$ cat src/logic/imul_pkg.sv
/*
  Shared types for the variable-latency multiplier.
  Unsigned operands only; the response carries the low half of the product.
*/

`default_nettype none

package imul_pkg;

  //--------------------------------------------------------------------
  // Widths
  //--------------------------------------------------------------------

  // Operand and product width
  localparam int imul_width = 32;

  // Skip count covers 0 to 8 zero bits
  localparam int imul_shamt_width = 4;

  //--------------------------------------------------------------------
  // Messages
  //--------------------------------------------------------------------

  // One operand pair
  typedef struct packed {
    logic [imul_width-1:0] a;
    logic [imul_width-1:0] b;
  } imul_req_t;

  // Low 32 bits of a * b
  typedef struct packed {
    logic [imul_width-1:0] product;
  } imul_resp_t;

  //--------------------------------------------------------------------
  // Control FSM states
  //--------------------------------------------------------------------

  typedef enum logic [1:0] {
    state_idle,
    state_calc,
    state_done
  } imul_state_e;

endpackage

`default_nettype wire

$ cat src/logic/imul_req_queue.sv
/*
  One-entry request buffer. Ready is low while full unless the entry
  leaves on the same edge. Message is stable while deq_val is high.
*/

`timescale 1ns/10ps
`default_nettype none

module imul_req_queue (
  input  wire                  clk,
  input  wire                  reset,

  // Upstream side
  input  wire                  enq_val,
  output logic                 enq_rdy,
  input  imul_pkg::imul_req_t  enq_msg,

  // Downstream side
  output logic                 deq_val,
  input  wire                  deq_rdy,
  output imul_pkg::imul_req_t  deq_msg
);

  import imul_pkg::*;

  logic      full;
  logic      enq_go;
  logic      deq_go;
  imul_req_t msg_reg;

  // Transfers
  assign enq_go = enq_val & enq_rdy;
  assign deq_go = deq_val & deq_rdy;

  // Accept when empty or when the held entry leaves this cycle
  assign enq_rdy = ~full | deq_rdy;

  // Full flag
  always_ff @(posedge clk) begin
    if (reset) begin
      full <= 1'b0;
    end else if (enq_go) begin
      full <= 1'b1;
    end else if (deq_go) begin
      full <= 1'b0;
    end
  end

  // Payload register
  always_ff @(posedge clk) begin
    if (enq_go) begin
      msg_reg <= enq_msg;
    end
  end

  assign deq_val = full;
  assign deq_msg = msg_reg;

endmodule

`default_nettype wire

$ cat src/logic/imul_dpath.sv
/*
  Shift-and-add datapath. Each calc step skips up to 8 trailing zeros
  of b. Only the low imul_width bits of the product are kept.
*/

`timescale 1ns/10ps
`default_nettype none

module imul_dpath (
  input  wire                  clk,
  input  wire                  reset,

  // Operands in, product out
  input  imul_pkg::imul_req_t  req,
  output imul_pkg::imul_resp_t product,

  // From control
  input  wire                  a_sel,
  input  wire                  b_sel,
  input  wire                  add_sel,
  input  wire                  result_clear,
  input  wire                  result_en,

  // To control
  output logic                 b_more,
  output logic                 b_lsb
);

  import imul_pkg::*;

  logic [imul_width-1:0]       a_reg;
  logic [imul_width-1:0]       b_reg;
  logic [imul_width-1:0]       result_reg;
  logic [imul_shamt_width-1:0] skip;
  logic [imul_width-1:0]       a_skip;
  logic [imul_width-1:0]       b_skip;
  logic [imul_width-1:0]       a_next;
  logic [imul_width-1:0]       b_next;
  logic [imul_width-1:0]       sum;
  logic [imul_width-1:0]       result_next;

  //--------------------------------------------------------------------
  // Operand registers
  //--------------------------------------------------------------------

  // Select 1 loads the request, 0 takes the shifted value
  always_ff @(posedge clk) begin
    a_reg <= a_sel ? req.a : a_next;
    b_reg <= b_sel ? req.b : b_next;
  end

  //--------------------------------------------------------------------
  // Trailing-zero counter on b[7:0]
  //--------------------------------------------------------------------

  // All eight low bits zero gives the full skip of 8
  always_comb begin
    skip = imul_shamt_width'(8);
    for (int i = 7; i >= 0; i--) begin
      if (b_reg[i]) begin
        skip = imul_shamt_width'(i);
      end
    end
  end

  //--------------------------------------------------------------------
  // Shifters
  //--------------------------------------------------------------------

  // Skip the zero run
  assign b_skip = b_reg >> skip;
  assign a_skip = a_reg << skip;

  // Bit now at position zero decides the add
  assign b_lsb = b_skip[0];

  // One more position past the bit just handled
  assign b_next = b_skip >> 1;
  assign a_next = a_skip << 1;

  // Anything left to do
  assign b_more = |b_next;

  //--------------------------------------------------------------------
  // Adder and result register
  //--------------------------------------------------------------------

  assign sum = result_reg + a_skip;

  always_comb begin
    if (result_clear) begin
      result_next = '0;
    end else if (add_sel) begin
      result_next = sum;
    end else begin
      result_next = result_reg;
    end
  end

  // Holds while result_en is low, e.g. while waiting in done
  always_ff @(posedge clk) begin
    if (reset) begin
      result_reg <= '0;
    end else if (result_en) begin
      result_reg <= result_next;
    end
  end

  assign product.product = result_reg;

endmodule

`default_nettype wire

$ cat src/logic/imul_ctrl.sv
/*
  Control FSM for the multiplier: idle loads, calc iterates until b is
  used up, done holds the product until the response queue takes it.
*/

`timescale 1ns/10ps
`default_nettype none

module imul_ctrl (
  input  wire  clk,
  input  wire  reset,

  // Request queue side
  input  wire  deq_val,
  output logic deq_rdy,

  // Response queue side
  output logic enq_val,
  input  wire  enq_rdy,

  // To datapath
  output logic a_sel,
  output logic b_sel,
  output logic add_sel,
  output logic result_clear,
  output logic result_en,

  // From datapath
  input  wire  b_more,
  input  wire  b_lsb
);

  import imul_pkg::*;

  // Control word, one row of the table below
  typedef struct packed {
    logic deq_rdy;
    logic enq_val;
    logic a_sel;
    logic b_sel;
    logic add_sel;
    logic result_clear;
    logic result_en;
  } ctrl_word_t;

  imul_state_e state;
  imul_state_e state_next;
  ctrl_word_t  cw;
  logic        deq_go;
  logic        enq_go;

  //--------------------------------------------------------------------
  // State register and transitions
  //--------------------------------------------------------------------

  always_ff @(posedge clk) begin
    if (reset) begin
      state <= state_idle;
    end else begin
      state <= state_next;
    end
  end

  assign deq_go = deq_val & deq_rdy;
  assign enq_go = enq_val & enq_rdy;

  always_comb begin
    state_next = state;
    case (state)
      state_idle: if (deq_go) state_next = state_calc;
      // Last step when nothing is left in b
      state_calc: if (!b_more) state_next = state_done;
      state_done: if (enq_go) state_next = state_idle;
      default:    state_next = state_idle;
    endcase
  end

  //--------------------------------------------------------------------
  // Output table
  //--------------------------------------------------------------------

  function automatic ctrl_word_t cs(input logic c_deq_rdy, input logic c_enq_val,
                                    input logic c_a_sel, input logic c_b_sel,
                                    input logic c_add_sel, input logic c_clear,
                                    input logic c_en);
    ctrl_word_t w;
    w.deq_rdy      = c_deq_rdy;
    w.enq_val      = c_enq_val;
    w.a_sel        = c_a_sel;
    w.b_sel        = c_b_sel;
    w.add_sel      = c_add_sel;
    w.result_clear = c_clear;
    w.result_en    = c_en;
    return w;
  endfunction

  always_comb begin
    //                  deq enq a    b    add    res  res
    //                  rdy val sel  sel  sel    clr  en
    cw = cs(1'b0, 1'b0, 1'b0, 1'b0, 1'b0,  1'b0, 1'b0);
    case (state)
      state_idle: cw = cs(1'b1, 1'b0, 1'b1, 1'b1, 1'b0,  1'b1, 1'b1);
      state_calc: cw = cs(1'b0, 1'b0, 1'b0, 1'b0, b_lsb, 1'b0, 1'b1);
      state_done: cw = cs(1'b0, 1'b1, 1'b0, 1'b0, 1'b0,  1'b0, 1'b0);
      default:    cw = cs(1'b0, 1'b0, 1'b0, 1'b0, 1'b0,  1'b0, 1'b0);
    endcase
  end

  assign deq_rdy      = cw.deq_rdy;
  assign enq_val      = cw.enq_val;
  assign a_sel        = cw.a_sel;
  assign b_sel        = cw.b_sel;
  assign add_sel      = cw.add_sel;
  assign result_clear = cw.result_clear;
  assign result_en    = cw.result_en;

endmodule

`default_nettype wire

$ cat src/logic/imul_resp_queue.sv
/*
  One-entry response buffer. resp_msg holds steady while resp_val is high
  and resp_rdy is low.
*/

`timescale 1ns/10ps
`default_nettype none

module imul_resp_queue (
  input  wire                   clk,
  input  wire                   reset,

  // From the multiplier
  input  wire                   enq_val,
  output logic                  enq_rdy,
  input  imul_pkg::imul_resp_t  enq_msg,

  // To the consumer
  output logic                  resp_val,
  input  wire                   resp_rdy,
  output imul_pkg::imul_resp_t  resp_msg
);

  import imul_pkg::*;

  logic       full;
  logic       enq_go;
  logic       resp_go;
  imul_resp_t msg_reg;

  assign enq_go  = enq_val & enq_rdy;
  assign resp_go = resp_val & resp_rdy;

  // Room when empty or draining this cycle
  assign enq_rdy = ~full | resp_rdy;

  always_ff @(posedge clk) begin
    if (reset) begin
      full <= 1'b0;
    end else if (enq_go) begin
      full <= 1'b1;
    end else if (resp_go) begin
      full <= 1'b0;
    end
  end

  // Product storage
  always_ff @(posedge clk) begin
    if (enq_go) begin
      msg_reg <= enq_msg;
    end
  end

  assign resp_val = full;
  assign resp_msg = msg_reg;

endmodule

`default_nettype wire

$ cat src/logic/imul_var_lat.sv
/*
  Variable-latency 32-bit multiplier, low half of the product only.
  Up to three operations in flight across the two queues and the FSM.
*/

`timescale 1ns/10ps
`default_nettype none

module imul_var_lat (
  input  wire                   clk,
  input  wire                   reset,

  // Request port
  input  wire                   req_val,
  output logic                  req_rdy,
  input  imul_pkg::imul_req_t   req_msg,

  // Response port
  output logic                  resp_val,
  input  wire                   resp_rdy,
  output imul_pkg::imul_resp_t  resp_msg
);

  import imul_pkg::*;

  // Request queue to control and datapath
  logic       deq_val;
  logic       deq_rdy;
  imul_req_t  deq_msg;

  // Control and datapath to response queue
  logic       enq_val;
  logic       enq_rdy;
  imul_resp_t product;

  // Control to datapath
  logic       a_sel;
  logic       b_sel;
  logic       add_sel;
  logic       result_clear;
  logic       result_en;

  // Datapath status
  logic       b_more;
  logic       b_lsb;

  //--------------------------------------------------------------------
  // Input side
  //--------------------------------------------------------------------

  imul_req_queue req_queue (
    .clk     (clk),
    .reset   (reset),
    .enq_val (req_val),
    .enq_rdy (req_rdy),
    .enq_msg (req_msg),
    .deq_val (deq_val),
    .deq_rdy (deq_rdy),
    .deq_msg (deq_msg)
  );

  //--------------------------------------------------------------------
  // Multiplier
  //--------------------------------------------------------------------

  imul_ctrl ctrl (
    .clk          (clk),
    .reset        (reset),
    .deq_val      (deq_val),
    .deq_rdy      (deq_rdy),
    .enq_val      (enq_val),
    .enq_rdy      (enq_rdy),
    .a_sel        (a_sel),
    .b_sel        (b_sel),
    .add_sel      (add_sel),
    .result_clear (result_clear),
    .result_en    (result_en),
    .b_more       (b_more),
    .b_lsb        (b_lsb)
  );

  imul_dpath dpath (
    .clk          (clk),
    .reset        (reset),
    .req          (deq_msg),
    .product      (product),
    .a_sel        (a_sel),
    .b_sel        (b_sel),
    .add_sel      (add_sel),
    .result_clear (result_clear),
    .result_en    (result_en),
    .b_more       (b_more),
    .b_lsb        (b_lsb)
  );

  //--------------------------------------------------------------------
  // Output side
  //--------------------------------------------------------------------

  imul_resp_queue resp_queue (
    .clk      (clk),
    .reset    (reset),
    .enq_val  (enq_val),
    .enq_rdy  (enq_rdy),
    .enq_msg  (product),
    .resp_val (resp_val),
    .resp_rdy (resp_rdy),
    .resp_msg (resp_msg)
  );

endmodule

`default_nettype wire

$ cat config.mk
export PLATFORM = sky130hd
export DESIGN_NAME = imul_var_lat
export DESIGN_NICKNAME = d
export VERILOG_FILES = /design/src/logic/imul_pkg.sv /design/src/logic/imul_req_queue.sv /design/src/logic/imul_dpath.sv /design/src/logic/imul_ctrl.sv /design/src/logic/imul_resp_queue.sv /design/src/logic/imul_var_lat.sv
export SDC_FILE = /design/constraint.sdc
export NUM_CORES = 1
export LEC_CHECK = 0
export ABC_AREA = 1
export ABC_CLOCK_PERIOD_IN_PS = 5800
export BUFFER_PORTS_ARGS = -buffer_cell sky130_fd_sc_hd__buf_2
export CAP_MARGIN = 20
export CELL_PAD_IN_SITES_DETAIL_PLACEMENT = 2
export CELL_PAD_IN_SITES_GLOBAL_PLACEMENT = 2
export CORE_MARGIN = 2
export CORE_UTILIZATION = 35
export DETAILED_ROUTE_END_ITERATION = 8
export GPL_TIMING_DRIVEN = 0
export PLACE_DENSITY = 0.87
export SETUP_SLACK_MARGIN = 0.4
export SYNTH_ARGS = -nofsm -noshare
export SYNTH_HDL_FRONTEND = slang
export SYNTH_SLANG_ARGS = --single-unit
$ cat constraint.sdc
create_clock -name clk -period 5.8 [get_ports clk]
set_clock_uncertainty 0.05 [all_clocks]
set_input_delay 0.29 -clock clk [delete_from_list [all_inputs] [get_ports clk]]
set_output_delay 0.29 -clock clk [all_outputs]
set_load 0.005 [all_outputs]
Word level (Yosys, flattened, before mapping)

Cells that the tools add are included.

Bits in registers: 196
Output and inout bits: 34

Add/subtract/negate cells: 1
Equality and inequality tests: 5
Shift-type cells: 2
Mux-type cells: 21
Bitwise logic cells: 8
Reduce and logical (&&, ||, !) cells: 7

Operator list:

| operator                                                               | number |
|---|---|
| 32-bit two-way mux                                                     | 3 |
| 32-bit adder                                                           | 1 |
| 4-bit two-way mux                                                      | 8 |
| 32-bit by 4-bit left shift with 32-bit output                          | 1 |
| 32-bit by 4-bit right shift with 32-bit output                         | 1 |
| 31-bit two-way mux                                                     | 1 |
| 31-bit OR reduction                                                    | 1 |
| 7-bit case mux with 3 select lines                                     | 1 |
| 2-bit two-way mux                                                      | 3 |
| 2-bit case mux with 3 select lines                                     | 1 |
| 2-bit nonzero test                                                     | 3 |
| 1-bit AND                                                              | 4 |
| 1-bit two-way mux                                                      | 4 |
| 2-bit by 1-bit != test with 1-bit output (second input constant)       | 2 |
| 3-bit AND reduction                                                    | 1 |
| 2-bit by 1-bit equality test with 1-bit output (second input constant) | 1 |
| 2-bit equality test (second input constant)                            | 1 |
| 2-bit logical NOT                                                      | 1 |
| 2-bit != test (second input constant)                                  | 1 |
| 1-bit inverter                                                         | 2 |
| 1-bit OR                                                               | 2 |
| 2-bit AND reduction                                                    | 1 |

Depth between registers and ports, before layout

Depth in word-level cells: 13
Depth in mapped cells: 32
Depth with buffers taken out: 30

By module

From an unflattened synthesis, not the netlist that was laid out.

Cell total of the unflattened synthesis: 1494
Area, all modules: 11083.1 µm²

Modules (own cells, without submodules):

| module          | times used | cells an instance | area each (µm²) | seq. area each (µm²) |
|---|---|---|---|---|
| imul_dpath      | 1          | 1369              | 7980.2          | 1921.8 |
| imul_req_queue  | 1          | 70                | 1969.4          | 1941.9 |
| imul_resp_queue | 1          | 38                | 1008.5          | 980.9 |
| imul_ctrl       | 1          | 17                | 125.1           | 40.0 |

Worst setup path after synthesis

Ideal clock, no wire load.

Path kind: reg2reg
From: reg ctrl.state[1]
To: reg req_queue.msg_reg, in the netlist req_queue.deq_msg[0] (enable)
Arrival: 3585 ps
Required time: 5264 ps
Path slack: 1679 ps
Stages on the path, launching flop included: 5
Period minus slack after synthesis: 4121 ps
Path through: dfxtp_1 -> nor2_1 -> clkbuf_1 -> nor2_1 -> nor2_1

Cells in the longest elaborated chain, start to end: 4

RTL lines:

| what                                              | line                 | RTL |
|---|---|---|
| start: declaration                                | imul_ctrl.sv:46      | `imul_state_e state;` |
| start signal: assignment                          | imul_ctrl.sv:58      | `state <= state_idle;` |
| start signal: assignment                          | imul_ctrl.sv:60      | `state <= state_next;` |
| 2-bit equality test, or another cell as far along | imul_ctrl.sv:101     | `case (state)` |
| 7-bit case mux with 3 select lines *              | imul_ctrl.sv:101     |  |
| 1-bit OR *                                        | imul_req_queue.sv:36 | `assign enq_rdy = ~full \| deq_rdy;` |
| 1-bit AND *                                       | imul_req_queue.sv:32 | `assign enq_go = enq_val & enq_rdy;` |
| net req_queue.enq_go                              | imul_req_queue.sv:27 | `logic enq_go;` |
| end signal: assignment                            | imul_req_queue.sv:52 | `msg_reg <= enq_msg;` |
| end: declaration                                  | imul_req_queue.sv:29 | `imul_req_t msg_reg;` |

The timed path passes the listed nets; every way through them passes the cells marked *.
A chain may end at the register's enable or synchronous reset.

Worst setup path after layout

From: reg dpath.b_reg[1]
To: reg dpath.result_reg[21] (netlist: dpath.product[21])

Cells in the longest elaborated chain, start to end: 6

RTL lines:

| what                                                                                                                   | line                               | RTL |
|---|---|---|
| start: declaration                                                                                                     | imul_dpath.sv:32                   | `logic [imul_width-1:0] b_reg;` |
| start signal: assignment                                                                                               | imul_dpath.sv:49                   | `b_reg <= b_sel ? req.b : b_next;` |
| 4-bit two-way mux (2 in a row)                                                                                         | imul_dpath.sv:60                   | `if (b_reg[i]) begin` |
| 32-bit by 4-bit left shift with 32-bit output / 32-bit by 4-bit right shift with 32-bit output (equally long branches) | imul_dpath.sv:72, imul_dpath.sv:71 |  |
| 32-bit adder / 7-bit case mux with 3 select lines (equally long branches)                                              | imul_dpath.sv:88, imul_ctrl.sv:101 |  |
| 32-bit two-way mux / 2-bit nonzero test (equally long branches)                                                        | n/a                                |  |
| 32-bit two-way mux / 2-bit AND reduction (equally long branches)                                                       | n/a                                |  |
| end signal: assignment                                                                                                 | imul_dpath.sv:105                  | `result_reg <= result_next;` |
| end: declaration                                                                                                       | imul_dpath.sv:33                   | `logic [imul_width-1:0] result_reg;` |

Parallel ways exist; a longest one is shown, timed or not. The select of a mux whose other input is x is not followed.

==> impl_summary.md <==
Floorplanning
The floorplan step set the die width to about 180 µm. The starting utilization of the core area is 0.354. The floorplan step set the die height to ~180 µm.

The total area inside the core boundary comes to 30500 µm². The floorplan die area is around 32000 µm². For this design the top-level I/O count stands at 102. The number of placement rows is 64.

Global routing
The first-pass GRT wire length is about 72 mm. The global-route congestion overflow total is 0. The global-route usage over all layers is 0.292. The initial antenna violation count is 0. The via count of the first global-routing pass is between 10000 and 15000. Entering global routing, the biggest net connects 35 pins.

Worst hold path
The class of the tightest hold or removal check is in -> reg. The hold path startpoint is req_val.

Power and ir drop
In this run the power density over the cells is ~360 nW/µm². The analysis attributes to cell leakage a power of 5.81 nW. The post-layout total power is ~4.7 mW. The maximum VDD drop is about 0.00023 V.

Layout
The finished cells cover roughly 13000 µm². At the end of the flow the core is filled with cells to 0.429. The number of inserted filler cells in the final layout is 3482. The repair_antennas step left the layout with diodes totalling 0. In the final layout, the share of cells above drive strength 1 is 0.133.

The multi-input combinational cells in the finished layout cover a total of about 5200 µm². After the last flow step, the layout net total stands at around 1700. The sequential cells in the finished layout cover a total of 4880 µm².

The flip-flop count of the largest register, all copies and words added is 64. The area growth from synthesis to final layout is 21.0%.

Route
In the final routed layout, each cell accounts on average for approximately 23 µm. The detail route stage leaves a number of antenna-violating nets equal to 0. The first-pass iteration count of the detailed router is 5. The detailed-route wire length is between 40 and 50 mm. The via count is around 11000. The number of DRC markers after the initial detailed-route iteration is between 800 and 900. In the routed design, unresolved DRC markers number 0. Using the TritonRoute via totals, the vias-per-cell ratio works out to between 5 and 6.

Logic synthesis
The largest area contributor in the synthesized netlist is edfxtp_1. Of the synthesized area, sequential elements account for 0.452. The synthesized design contains 196 register bits. A synthesized cell averages approximately 7.6 µm².

The prevailing post-synth register cell is dfxtp_1. For this run, asynchronously set or reset flops after synthesis account for 0. Ranked by total cell area, the synthesized netlist is headed by edfxtp_1, dfxtp_1, nand2_1. The combined area of all synthesized cells is 10800 µm². Counting every net in the synthesized netlist gives roughly 1500. The count of cell types in the netlist is 48. For this run, the number of Yosys warnings is 0. Synthesis produced 1420 cells.

Counting flops with a built-in enable in the synthesized netlist gives 96. The fraction of post-synthesis cell area in the top cell type by area is 0.267.

Timing
The shortest clock period the worst path allows after layout is 5180 ps. The final hold violation count is 0. Setup repair after global routing left no endpoint under its margin. Based on the critical path, the design can be clocked at up to 193 MHz. The max-slew violation count is 0.

Setup violations remaining at the end of the flow were counted as 0. The share of the clock period used by the worst path after layout is 0.893. For the pin with the worst max-slew slack, the measured transition is roughly 850 ps. The worst pin sits at a relative slew slack of 0.431.

Worst setup path
The maximum net fanout on the critical path is 10. STA classifies the critical path startpoint as a flop. For the worst setup path, the data arrival time is ~5500 ps. The critical path in this run is classified as reg -> reg.

The element type at the critical path end is a flop. The required time at the worst-slack endpoint is between 6000 and 7000 ps. The startpoint of the worst setup timing path is dpath.b_reg[1]$_DFF_P_. The worst register-to-register path begins at dpath.b_reg[1]$_DFF_P_.

Placement
The routability-driven placement congestion ratio is between 0.9 and 1. The total placed instance area is approximately 12000 µm². Detailed placement finished with a half-perimeter wire length of 33.6 mm. The quantity of I/O buffers inserted on ports is 100.

CTS
Counting the buffers created by CTS gives 17. The longest clock path from root to sink contains 2 buffers. The CTS tree is built.

CTS built an H-tree with a depth of 4. The CTS root buffer is clkbuf_16. At the later pin of the worst-skew pair, clock insertion delay measures 480 ps. After clock tree synthesis, the clock-pin slew on the worst setup and hold paths is 80 ps.

The TritonCTS sink count is just under 200.

Run status
The run finished with clean final reports.

Run
The tool flagged a number of max-cap violations equal to 0.
power breakdown:
part | internal (mW) | switching, mW | total (mW)
Sequential | 1.56 | 0.0700 | 1.63
Clock | 0.562 | 0.606 | 1.17
Combinational | 0.566 | 1.30 | 1.87
kinds of logic (layout without fill, tap and decap cells):
group | Yosys count | after routing | synth area share
simple gates | 743 | 743 | 0.287
xor+xnor | 22 | 22 | 0.0178
mux | 1 | 1 | 0.000926
compound gates | 247 | 247 | 0.127
flops | 196 | 196 | 0.452
buf+inv | 175 | 374 | 0.0726
fa+ha+maj | 36 | 36 | 0.0424
critical path, cell delays in order, from the launching register on:
cell and delay [ps]:
dfxtp_1 320, nor2_2 210, nand2_2 230, nor2_4 370, clkbuf_1 580, buf_2 360, nand2_1 100, o21ai_1 170
nand2_1 140, o21ai_2 130, ha_1 320, nand2_1 150, nor2_1 160, inv_1 70, o211ai_1 490, a21oi_1 280
o21ai_0 390, a21oi_1 180, xnor2_1 180, nand2_1 80, a21oi_1 130
through the flow:
step | hold WS [ps] | instances | setup TNS [ps] | setup WS [ps]
floorplan | 339 | 1420 | 0 | 1680
global placement | 387 | 1916 | -11570 | -192
detailed placement | 384 | 1918 | 0 | 862
CTS | 100 | 2014 | 0 | 812
global route | 123 | 2015 | 0 | 408
finish | 107 | 2015 | 0 | 622
placed cells by master (no fill, tap or decap), drive strengths merged, types with 5 or more instances in the layout:
| cell type | Yosys | layout |
|---|---|---|
| xnor2 | 9 | 9 |
| inv | 104 | 111 |
| or2 | 7 | 7 |
| ha | 35 | 35 |
| o211ai | 6 | 6 |
| nand3 | 162 | 162 |
| xor2 | 13 | 13 |
| buf | 46 | 149 |
| edfxtp | 96 | 96 |
| a21oi | 86 | 86 |
| o21ai | 116 | 116 |
| nand2 | 481 | 481 |
| dfxtp | 100 | 100 |
| a31oi | 11 | 11 |
| o221ai | 10 | 10 |
| clkbuf | 25 | 43 |
| clkinvlp | 0 | 5 |
| nor2 | 80 | 80 |
| dlygate4sd3 | 0 | 64 |
| nand4 | 5 | 5 |
cell type report:
cell class | count | area share
plain buffers | 71 | 0.0302
clock inverters | 14 | 0.00918
repair buffers | 167 | 0.0918
flip-flops and latches | 196 | 0.374
clock buffers | 18 | 0.0328
well taps | 396 | 0.0379
inverters | 104 | 0.0299
multi-input cells | 1049 | 0.395
cell usage after synthesis (5+ instances only):
| cell type | instances |
|---|---|
| nand2_1 | 476 |
| a31oi_1 | 11 |
| buf_2 | 30 |
| ha_1 | 35 |
| inv_2 | 8 |
| nand4_1 | 5 |
| xnor2_1 | 9 |
| o211ai_1 | 6 |
| inv_1 | 96 |
| o21ai_0 | 89 |
| xor2_1 | 13 |
| clkbuf_1 | 25 |
| or2_2 | 5 |
| o21ai_1 | 22 |
| buf_6 | 10 |
| dfxtp_1 | 100 |
| o21ai_2 | 5 |
| nor2_1 | 73 |
| nand3_1 | 161 |
| edfxtp_1 | 96 |
| o221ai_1 | 10 |
| a21oi_1 | 86 |
layer usage:
metal  up-vias  wire (µm)  track usage
li1       5105          -            -
met1      5499      20500        0.381
met2       298      22700        0.497
met3        80       2130       0.0397
met4         0       1240       0.0992
met5         -          0            0
final timing paths:
kind,endpoint,cells past startpoint,slack [ps]
hold / removal,req_queue.deq_val$_SDFFE_PP0P_,3,110
setup reg to reg,dpath.product[21]$_SDFFE_PP0P_,20,620
hold reg to reg,dpath.b_reg[15]$_DFF_P_,2,410
setup / recovery,dpath.product[21]$_SDFFE_PP0P_,20,620
repair_timing:
item,in CTS,in global routing
hold buffers,64,0
setup buffers,0,0
endpoints found under the setup margin,0,2
resized for setup,0,3
endpoints found under the hold margin,64,0
Note: power is estimated with default switching activity, not from simulation.
